### config.mk
export PLATFORM = sky130hd
export DESIGN_NAME = cpuIdUnit
export DESIGN_NICKNAME = d
export VERILOG_FILES = /design/src/cpuIdPkg.sv /design/src/cycleTimer.sv /design/src/entropySource.sv /design/src/cpuIdDecode.sv /design/src/cpuIdUnit.sv
export SDC_FILE = /design/constraint.sdc
export NUM_CORES = 1
export LEC_CHECK = 0
export BUFFER_PORTS_ARGS = -buffer_cell sky130_fd_sc_hd__buf_2
export CAP_MARGIN = 20
export CORE_MARGIN = 5
export CORE_UTILIZATION = 50
export CTS_CLUSTER_DIAMETER = 60
export DETAILED_ROUTE_END_ITERATION = 10
export PLACE_DENSITY_LB_ADDON = 0.1
export SLEW_MARGIN = 20
export SYNTH_ARGS = -nofsm -noshare
export SYNTH_HDL_FRONTEND = slang
export SYNTH_HIERARCHICAL = 1
export SYNTH_SLANG_ARGS = --single-unit
### constraint.sdc
create_clock -name clock -period 3.7 [get_ports clock]
set_input_delay 0.37 -clock clock [delete_from_list [all_inputs] [get_ports clock]]
set_output_delay 0.37 -clock clock [all_outputs]
set_load 0.01 [all_outputs]
### src/cpuIdPkg.sv
`default_nettype none

package cpuIdPkg;

	// result and query widths
	localparam int wordWidth = 64;
	localparam int indexWidth = 5;

	// timer ticks reported in the feature word
	localparam int tickWidth = 4;

	// build-time feature mask, one bit per optional core unit
	localparam int featureWidth = 16;

	// reserved gaps around the feature and tick fields of the index-1 word
	localparam int featureLow = 8;
	localparam int midGapWidth = featureLow - tickWidth;
	localparam int topGapWidth = wordWidth - featureWidth - featureLow;

	// query index codes
	localparam logic [indexWidth-1:0] idxSignature = 5'd0;
	localparam logic [indexWidth-1:0] idxFeatures = 5'd1;
	localparam logic [indexWidth-1:0] idxRandom = 5'd31;

	// "BJX2F0  " packed little-endian, first character in the low byte
	localparam logic [wordWidth-1:0] signatureWord = {
		8'h20,
		8'h20,
		8'h30,
		8'h46,
		8'h32,
		8'h58,
		8'h4A,
		8'h42
	};

	// field layout of the index-1 word, top bit first
	typedef struct packed {
		logic [topGapWidth-1:0] reservedHi;
		logic [featureWidth-1:0] features;
		logic [midGapWidth-1:0] reservedLo;
		logic [tickWidth-1:0] tickCount;
	} featureFieldsT;

	// same 64 bits seen either as a plain word or as fields
	typedef union packed {
		logic [wordWidth-1:0] raw;
		featureFieldsT fields;
	} featureWordT;

	// generators of the entropy source are half a result word each
	localparam int genWidth = wordWidth / 2;

	// reset seeds, distinct and nonzero
	localparam logic [genWidth-1:0] seedA = 32'h1357_9BDF;
	localparam logic [genWidth-1:0] seedB = 32'h2468_ACE1;

	// nibble used by the output interleave
	localparam int nibbleWidth = 4;
	localparam int nibbleCount = genWidth / nibbleWidth;

endpackage

`default_nettype wire

### src/cycleTimer.sv
`timescale 1ns/10ps
`default_nettype none

module cycleTimer #(
	parameter int tickDivider = 16
) (
	input logic clock,
	input logic rst,
	output logic [cpuIdPkg::tickWidth-1:0] tickCount,
	output logic noiseBit
);

	// a divider of one still needs a one-bit prescaler
	localparam int prescWidth = (tickDivider > 1) ? $clog2(tickDivider) : 1;
	localparam logic [prescWidth-1:0] prescLast = prescWidth'(tickDivider - 1);

	logic [prescWidth-1:0] prescaler;
	logic prescWrap;

	// last prescaler state before it returns to zero
	assign prescWrap = (prescaler == prescLast);

	// prescaler counts 0 .. tickDivider-1
	always_ff @(posedge clock) begin
		if (rst) begin
			prescaler <= '0;
		end else if (prescWrap) begin
			prescaler <= '0;
		end else begin
			prescaler <= prescaler + 1'b1;
		end
	end

	// tick advances once per prescaler wrap, wraps modulo 16
	always_ff @(posedge clock) begin
		if (rst) begin
			tickCount <= '0;
		end else if (prescWrap) begin
			tickCount <= tickCount + 1'b1;
		end
	end

	// fast-toggling bit for the entropy source
	// holds over the wrap when the divider is odd
	assign noiseBit = prescaler[0];

endmodule

`default_nettype wire

### src/entropySource.sv
`timescale 1ns/10ps
`default_nettype none

module entropySource (
	input logic clock,
	input logic rst,
	input logic noiseBit,
	output logic [cpuIdPkg::wordWidth-1:0] randomWord
);

	localparam int genWidth = cpuIdPkg::genWidth;
	localparam int nibbleWidth = cpuIdPkg::nibbleWidth;
	localparam int nibbleCount = cpuIdPkg::nibbleCount;

	// the two generators
	logic [genWidth-1:0] rngA;
	logic [genWidth-1:0] rngB;

	// new top bits this cycle and last cycle
	logic fbA;
	logic fbB;
	logic fbALast;
	logic fbBLast;

	// noise synchronizer
	logic noiseSync1;
	logic noiseSync2;
	logic noiseMix;

	// timer bit comes from another always block, two stages before use
	always_ff @(posedge clock) begin
		if (rst) begin
			noiseSync1 <= 1'b0;
			noiseSync2 <= 1'b0;
		end else begin
			noiseSync1 <= noiseBit;
			noiseSync2 <= noiseSync1;
		end
	end

	// high whenever the noise bit changed between the two stages
	assign noiseMix = noiseSync1 ^ noiseSync2;

	// odd taps, noise, the other generator's last bit, and a forced one
	assign fbA = rngA[1] ^ rngA[3] ^ rngA[5] ^ rngA[7] ^ noiseMix ^ fbBLast ^ 1'b1;
	assign fbB = rngB[1] ^ rngB[3] ^ rngB[5] ^ rngB[7] ^ noiseMix ^ fbALast ^ 1'b1;

	// shift right every cycle, new bit enters at the top
	always_ff @(posedge clock) begin
		if (rst) begin
			rngA <= cpuIdPkg::seedA;
			rngB <= cpuIdPkg::seedB;
			fbALast <= 1'b0;
			fbBLast <= 1'b0;
		end else begin
			rngA <= {fbA, rngA[genWidth-1:1]};
			rngB <= {fbB, rngB[genWidth-1:1]};
			fbALast <= fbA;
			fbBLast <= fbB;
		end
	end

	// A walks down from its high nibble, B walks up from its low nibble
	always_comb begin
		for (int i = 0; i < nibbleCount; i++) begin
			randomWord[cpuIdPkg::wordWidth - 1 - 2*nibbleWidth*i -: nibbleWidth] =
				rngA[genWidth - 1 - nibbleWidth*i -: nibbleWidth];
			randomWord[cpuIdPkg::wordWidth - 1 - nibbleWidth - 2*nibbleWidth*i -: nibbleWidth] =
				rngB[nibbleWidth*i +: nibbleWidth];
		end
	end

endmodule

`default_nettype wire

### src/cpuIdDecode.sv
`timescale 1ns/10ps
`default_nettype none

module cpuIdDecode #(
	parameter logic [cpuIdPkg::featureWidth-1:0] featureMask = '0
) (
	input logic clock,
	input logic rst,
	input logic [cpuIdPkg::indexWidth-1:0] index,
	input logic [cpuIdPkg::tickWidth-1:0] tickCount,
	input logic [cpuIdPkg::wordWidth-1:0] randomWord,
	output logic [cpuIdPkg::wordWidth-1:0] resLo,
	output logic [cpuIdPkg::wordWidth-1:0] resHi
);

	// index-1 answer
	cpuIdPkg::featureWordT featureWord;

	// selected low word before the result register
	logic [cpuIdPkg::wordWidth-1:0] nextLo;

	// per-index hit flags
	logic hitSignature;
	logic hitFeatures;
	logic hitRandom;

	// feature word: mask in the middle, live tick count at the bottom
	always_comb begin
		featureWord.fields.reservedHi = '0;
		featureWord.fields.features = featureMask;
		featureWord.fields.reservedLo = '0;
		featureWord.fields.tickCount = tickCount;
	end

	assign hitSignature = (index == cpuIdPkg::idxSignature);
	assign hitFeatures = (index == cpuIdPkg::idxFeatures);
	assign hitRandom = (index == cpuIdPkg::idxRandom);

	// low word select, every unused index reads zero
	always_comb begin
		nextLo = '0;
		if (hitSignature) begin
			nextLo = cpuIdPkg::signatureWord;
		end else if (hitFeatures) begin
			nextLo = featureWord.raw;
		end else if (hitRandom) begin
			nextLo = randomWord;
		end
	end

	// one register stage from index to results
	// high word has no defined contents yet
	// the core reads the pair as one register couple
	always_ff @(posedge clock) begin
		if (rst) begin
			resLo <= '0;
			resHi <= '0;
		end else begin
			resLo <= nextLo;
			resHi <= '0;
		end
	end

endmodule

`default_nettype wire

### src/cpuIdUnit.sv
`timescale 1ns/10ps
`default_nettype none

module cpuIdUnit #(
	parameter logic [cpuIdPkg::featureWidth-1:0] featureMask = '0,
	parameter int tickDivider = 16
) (
	input logic clock,
	input logic rst,
	input logic [cpuIdPkg::indexWidth-1:0] index,
	output logic [cpuIdPkg::wordWidth-1:0] resLo,
	output logic [cpuIdPkg::wordWidth-1:0] resHi
);

	logic [cpuIdPkg::tickWidth-1:0] tickCount;
	logic noiseBit;
	logic [cpuIdPkg::wordWidth-1:0] randomWord;

	// stand-in for the core timer block
	cycleTimer #(
		.tickDivider(tickDivider)
	) timer (
		.clock(clock),
		.rst(rst),
		.tickCount(tickCount),
		.noiseBit(noiseBit)
	);

	entropySource entropy (
		.clock(clock),
		.rst(rst),
		.noiseBit(noiseBit),
		.randomWord(randomWord)
	);

	cpuIdDecode #(
		.featureMask(featureMask)
	) decode (
		.clock(clock),
		.rst(rst),
		.index(index),
		.tickCount(tickCount),
		.randomWord(randomWord),
		.resLo(resLo),
		.resHi(resHi)
	);

endmodule

`default_nettype wire

; Word level (Yosys, flattened, before mapping)
; Cells that the tools add are included.
[word_totals]
register_bits = 140
latch_bits = 0
mem_bits_rw = 0
romBits = 0
output_inout_bits = 128
wordCells = 37
n_memories = 0
[op_classes]
addsub = 2
multipliers = 0
div_mod_pow = 0
order_cmp = 0
n_eq_ne = 3
shifts = 0
muxes = 3
n_bitwise = 14
reduce_logical = 4
[op_table]
columns = op, n
row1 = 62-bit 2-to-1 mux, 3
row2 = 1-bit bitwise XOR, 11
row3 = 4-bit by 1-bit adder with 4-bit output (second input constant), 2
row4 = 5-bit by 1-bit equality test with 1-bit output (second input constant), 1
row5 = 5-bit equality test (second input constant), 1
row6 = 5-bit logical NOT, 1
row7 = 4-bit equality test (second input constant), 1
row8 = 2-bit OR reduction, 2
row9 = 4-bit OR reduction, 1
row10 = 1-bit inverter, 3

; Logic depth before layout (Yosys ltp)
[depth]
depth_word = 6
depth_mapped = 4

; By module
; Netlist, hierarchy kept.
[modules_own_cells]
columns = mod, n_inst, cells_per_inst, area_per_inst_um2, seq_area_each_um2
row1 = cpuIdDecode, 1, 206, 2311.0, 1281.2
row2 = entropySource, 1, 148, 1896.8, 1321.3
row3 = cycleTimer, 1, 32, 334.1, 160.2

; Worst setup path before layout
; OpenSTA, ideal clock, no wires.
[synth_path]
kind = input to register
from = in index[4] (netlist name)
to = reg decode/resLo[34] (netlist name)
setup_time_ns = 0.057
arrival_time_ns = 1.356
path_slack_ns = 2.287
stages = 4
path_buffers = 1
cell_sequence = or3_1 nor4_4 buf_6 a21o_1
[synth_between]
elab_chain_cells = 4
elab_cells_between_ends = 6
cone_classes = 2 x eq/ne / 3 x mux / 1 x reduce/logical
[synth_rtl]
columns = item, line
row1 = start: declaration, cpuIdUnit.sv:10  ; input logic [cpuIdPkg::indexWidth-1:0] index,
row2 = 5-bit equality test, cpuIdDecode.sv:37  ; assign hitRandom = (index == cpuIdPkg::idxRandom);
row3 = 62-bit 2-to-1 mux, cpuIdDecode.sv:46  ; end else if (hitRandom) begin
row4 = 62-bit 2-to-1 mux, cpuIdDecode.sv:44  ; end else if (hitFeatures) begin
row5 = 62-bit 2-to-1 mux (*), cpuIdDecode.sv:42  ; if (hitSignature) begin
row6 = end signal: assignment, cpuIdDecode.sv:59  ; resLo <= nextLo;
row7 = end: declaration, cpuIdDecode.sv:12  ; output logic [cpuIdPkg::wordWidth-1:0] resLo,
; Every way passes the cells marked *; elsewhere a longest branch is shown, timed or not.
; A chain may end at the register's enable or synchronous reset.

; Worst setup path in the final report
[layout_path]
from = in index[0] (netlist name)
to = reg decode/resLo[27] (netlist name)
[layout_between]
elab_chain_cells = 3
elab_cells_between_ends = 5
cone_classes = 2 x eq/ne / 1 x bitwise / 2 x reduce/logical
[layout_rtl]
columns = item, line
row1 = 5-bit equality test, cpuIdDecode.sv:37
row2 = 1-bit inverter (no source line), n/a
row3 = 4-bit OR reduction (no source line) (*), n/a
; Marks and branches as above.

==> key figures <==
Status
  – Status: finished clean

CTS
  – Worst skew pair latency: around 500 ps
  – H-tree levels: 4
  – Hold_buf cts: 0
  – Clock Path Buffers: 2
  – Post-CTS sizing: 0
  – Post-CTS setup buffer count: 0
  – Clock slew at the register clock pins of the worst setup and hold paths: 60 ps
  – Root buffer cell: clkbuf_8
  – Number of CTS-inserted buffers: 17
  – CTS tree: yes
  – CTS Sinks: 138

Routing
  – DR WL/cell: 12.2 um
  – Drt initial violations: between 100 and 150
  – Vias: 2481
  – DRT Pass-1 Iters: 4
  – Vias per inst: between 4 and 5
  – Final ANT Viol Nets: 0
  – DRC viols: 0
  – Detailed Route WL: roughly 7 mm

STA
  – RSZ-0062 raised after global routing: no
  – Worst Tran Pin Value: 897 ps
  – Fin crit share: between 30% and 40%
  – Highest Clock Rate: 0.690 GHz
  – Pins Over Slew Limit: 0
  – Max-slew headroom: between 40% and 50%
  – Final Hold Vio Count: 0
  – Final Skew: between 8 and 9 ps
  – Setup TNS: 0 ps
  – Finish-stage setup viols: 0
  – Final min period: 1450 ps

Finish
  – ANT cells: 0
  – Area grow syn2layout: 16.7%
  – Nets: between 400 and 500
  – Layout cell share with drive strength beyond 1: a little under a third
  – Post-route cell area: about 0.0053 mm^2

Hold path
  – Hold depth: 2
  – Hold path start: index[0]
  – HP Class: input pin to flop
  – WHS Endpoint: decode/resLo[3]$_SDFF_PP0_

Global route
  – First-pass GRT wire length: about 12 mm
  – Vias in the first global route: 2427
  – GRT Total Usage: 13.5%
  – Pin count of the biggest net entering global routing: 75
  – Initial antenna violation count: 0
  – Overflow left after global routing: 0

Yosys
  – Mapped Avg Cell Area: 11.8 um^2
  – Post-synth cell types: 36
  – Yosys reg bits: 138
  – Sequential area share after synthesis: 60.8%
  – Cell taking the most area after synthesis: dfxtp_1
  – Most used DFF post-synth: dfxtp_1
  – Post-synth top area share: 60.8%
  – Top-count cell post-synth: dfxtp_1
  – Synthesized area: 0.00454 mm^2
  – EDFF count, synth: 0
  – Yosys warning total: 6
  – Gate Count Post-Synth: 386
  – Synth cell count leaders: dfxtp_1 (138), buf_4 (68), and2_1 (43)
  – Largest cells by area after synthesis: dfxtp_1 (61%), buf_4 (11%), and2_1 (5.9%), or2_2 (4.5%), nor2b_1 (4.1%)
  – Post-synth ARST share: 0%

Floorplan
  – Die H: 105 um
  – CORE AREA: 0.00881 mm^2
  – I/O pins: about 140
  – Starting density of the core: 51.6%
  – Die area: 0.0111 mm^2
  – Die width: 105 um
  – FP Rows: 34

Critical path
  – Worst EP arrival: roughly 1900 ps
  – Crit-path max FO: 41
  – Critical Path Source Type: input pin
  – Worst r2r src: timer/prescaler[0]$_SDFF_PP0_
  – Setup CP Type: input pin to flop
  – Worst path required time: 4140 ps
  – Reg-to-reg endpoint: timer/tickCount[3]$_SDFFE_PP0N_
  – Register-to-register setup slack: 2260 ps
  – Worst setup EP type: flop
  – R2R cell count: 4

Placed design
  – Final RePlAce weighted congestion: 0.705
  – Number of port buffers: 70
  – Placed Area: 0.00473 mm^2
  – DP HPWL: 4.69 mm

Power and ir drop
  – Register share of total power: 47.9%
  – Logic pwr share: 4.4%
  – Pwr/cell area: 623 mW/mm^2
  – Peak supply drop: between 0.2 and 0.3 mV
  – Clock power share: approximately 48%
  – Switching Fraction: 21.0%
  – LEAKAGE: approximately 2.6 nW
  – Psw: 0.000693 W
  – Internal power: 0.00261 W

Flow run
  – Max Cap Viol: 0
==> through the flow <==
stage	instances	hold slack [ps]	setup WS, ps	total power, W	utilization, %
floorplan	449	405	2290	0.00178	-
global placement	548	409	1670	0.00175	53.6
detailed placement	549	411	1700	0.00176	53.7
CTS	581	206	2250	0.00334	60.2
global route	581	238	2140	0.00344	60.2
finish	581	243	2250	0.00330	60.2
==> cell families after synthesis <==
kind of cell / after synthesis / share of synthesized area (%)
muxes: 1 / 0.220
AOI/OAI and AO/OA: 26 / 4.30
and+or+nand+nor: 126 / 18.0
DFF: 138 / 60.8
buffers and inverters: 82 / 12.7
xor gates and xnor gates: 10 / 3.31
adders and majority gates: 2 / 0.551
other: 1 / 0.0826
==> layout make-up <==
class	instances	area (um^2)
multi-input cells	229	1440
well taps	108	135
repair buffers	73	389
clock buffers	21	449
flip-flops and latches	138	2760
clock inverters	11	121
fillers	756	3510
inverters	1	3.75
==> registers in the layout (all words and copies together) (netlist names) <==
signal	cells
decode/resLo	64
entropy/noiseSync1	1
entropy/noiseSync2	1
entropy/rngA	32
entropy/rngB	32
timer/prescaler	4
timer/tickCount	4
==> worst max-delay path: stages <==
cell and delay (ps):
buf_2 160, nand4_1 160, nor3b_4 760, buf_12 280, and2_1 150
==> layout by cell type, fill, tap and decap left out, types with 4 or more instances in the layout <==
| cell | instances |
|---|---|
| clkinv_2 | 4 |
| conb_1 | 64 |
| clkbuf_16 | 16 |
| xnor3_1 | 4 |
| buf_2 | 70 |
| and2_1 | 43 |
| a21o_1 | 17 |
| or2_2 | 33 |
| nor2b_1 | 30 |
| nor2_1 | 6 |
| dfxtp_1 | 138 |
==> power by group through the flow <==
stage / Sequential, W / Clock (W) / Combinational (W)
floorplan: 0.00160 / 0 / 0.000177
global placement: 0.00161 / 0 / 0.000144
detailed placement: 0.00161 / 0 / 0.000145
CTS: 0.00158 / 0.00161 / 0.000146
global route: 0.00159 / 0.00169 / 0.000165
finish: 0.00158 / 0.00157 / 0.000147
==> metal layers <==
layer  GRT usage, %  vias up  wire length (um)
met4           5.62        0                91
li1               -     1242                 -
met5              0        -                 0
met2           20.7       88              3360
met3           5.99       10               510
met1           16.6     1141              3150
==> worst max path at each step <==
stage,endpoint,start,cells past startpoint,slack [ps]
after global routing,decode/resLo[63]$_SDFF_PP0_,index[0],5,2140
after global placement,decode/resLo[20]$_SDFF_PP0_,index[4],4,1670
after CTS,decode/resLo[63]$_SDFF_PP0_,index[0],5,2250
after floorplan,decode/resLo[34]$_SDFF_PP0_,index[4],4,2290
after detailed placement,decode/resLo[23]$_SDFF_PP0_,index[0],5,1700
final,decode/resLo[27]$_SDFF_PP0_,index[0],5,2250
No activity file was read; power rests on OpenSTA's default activity.
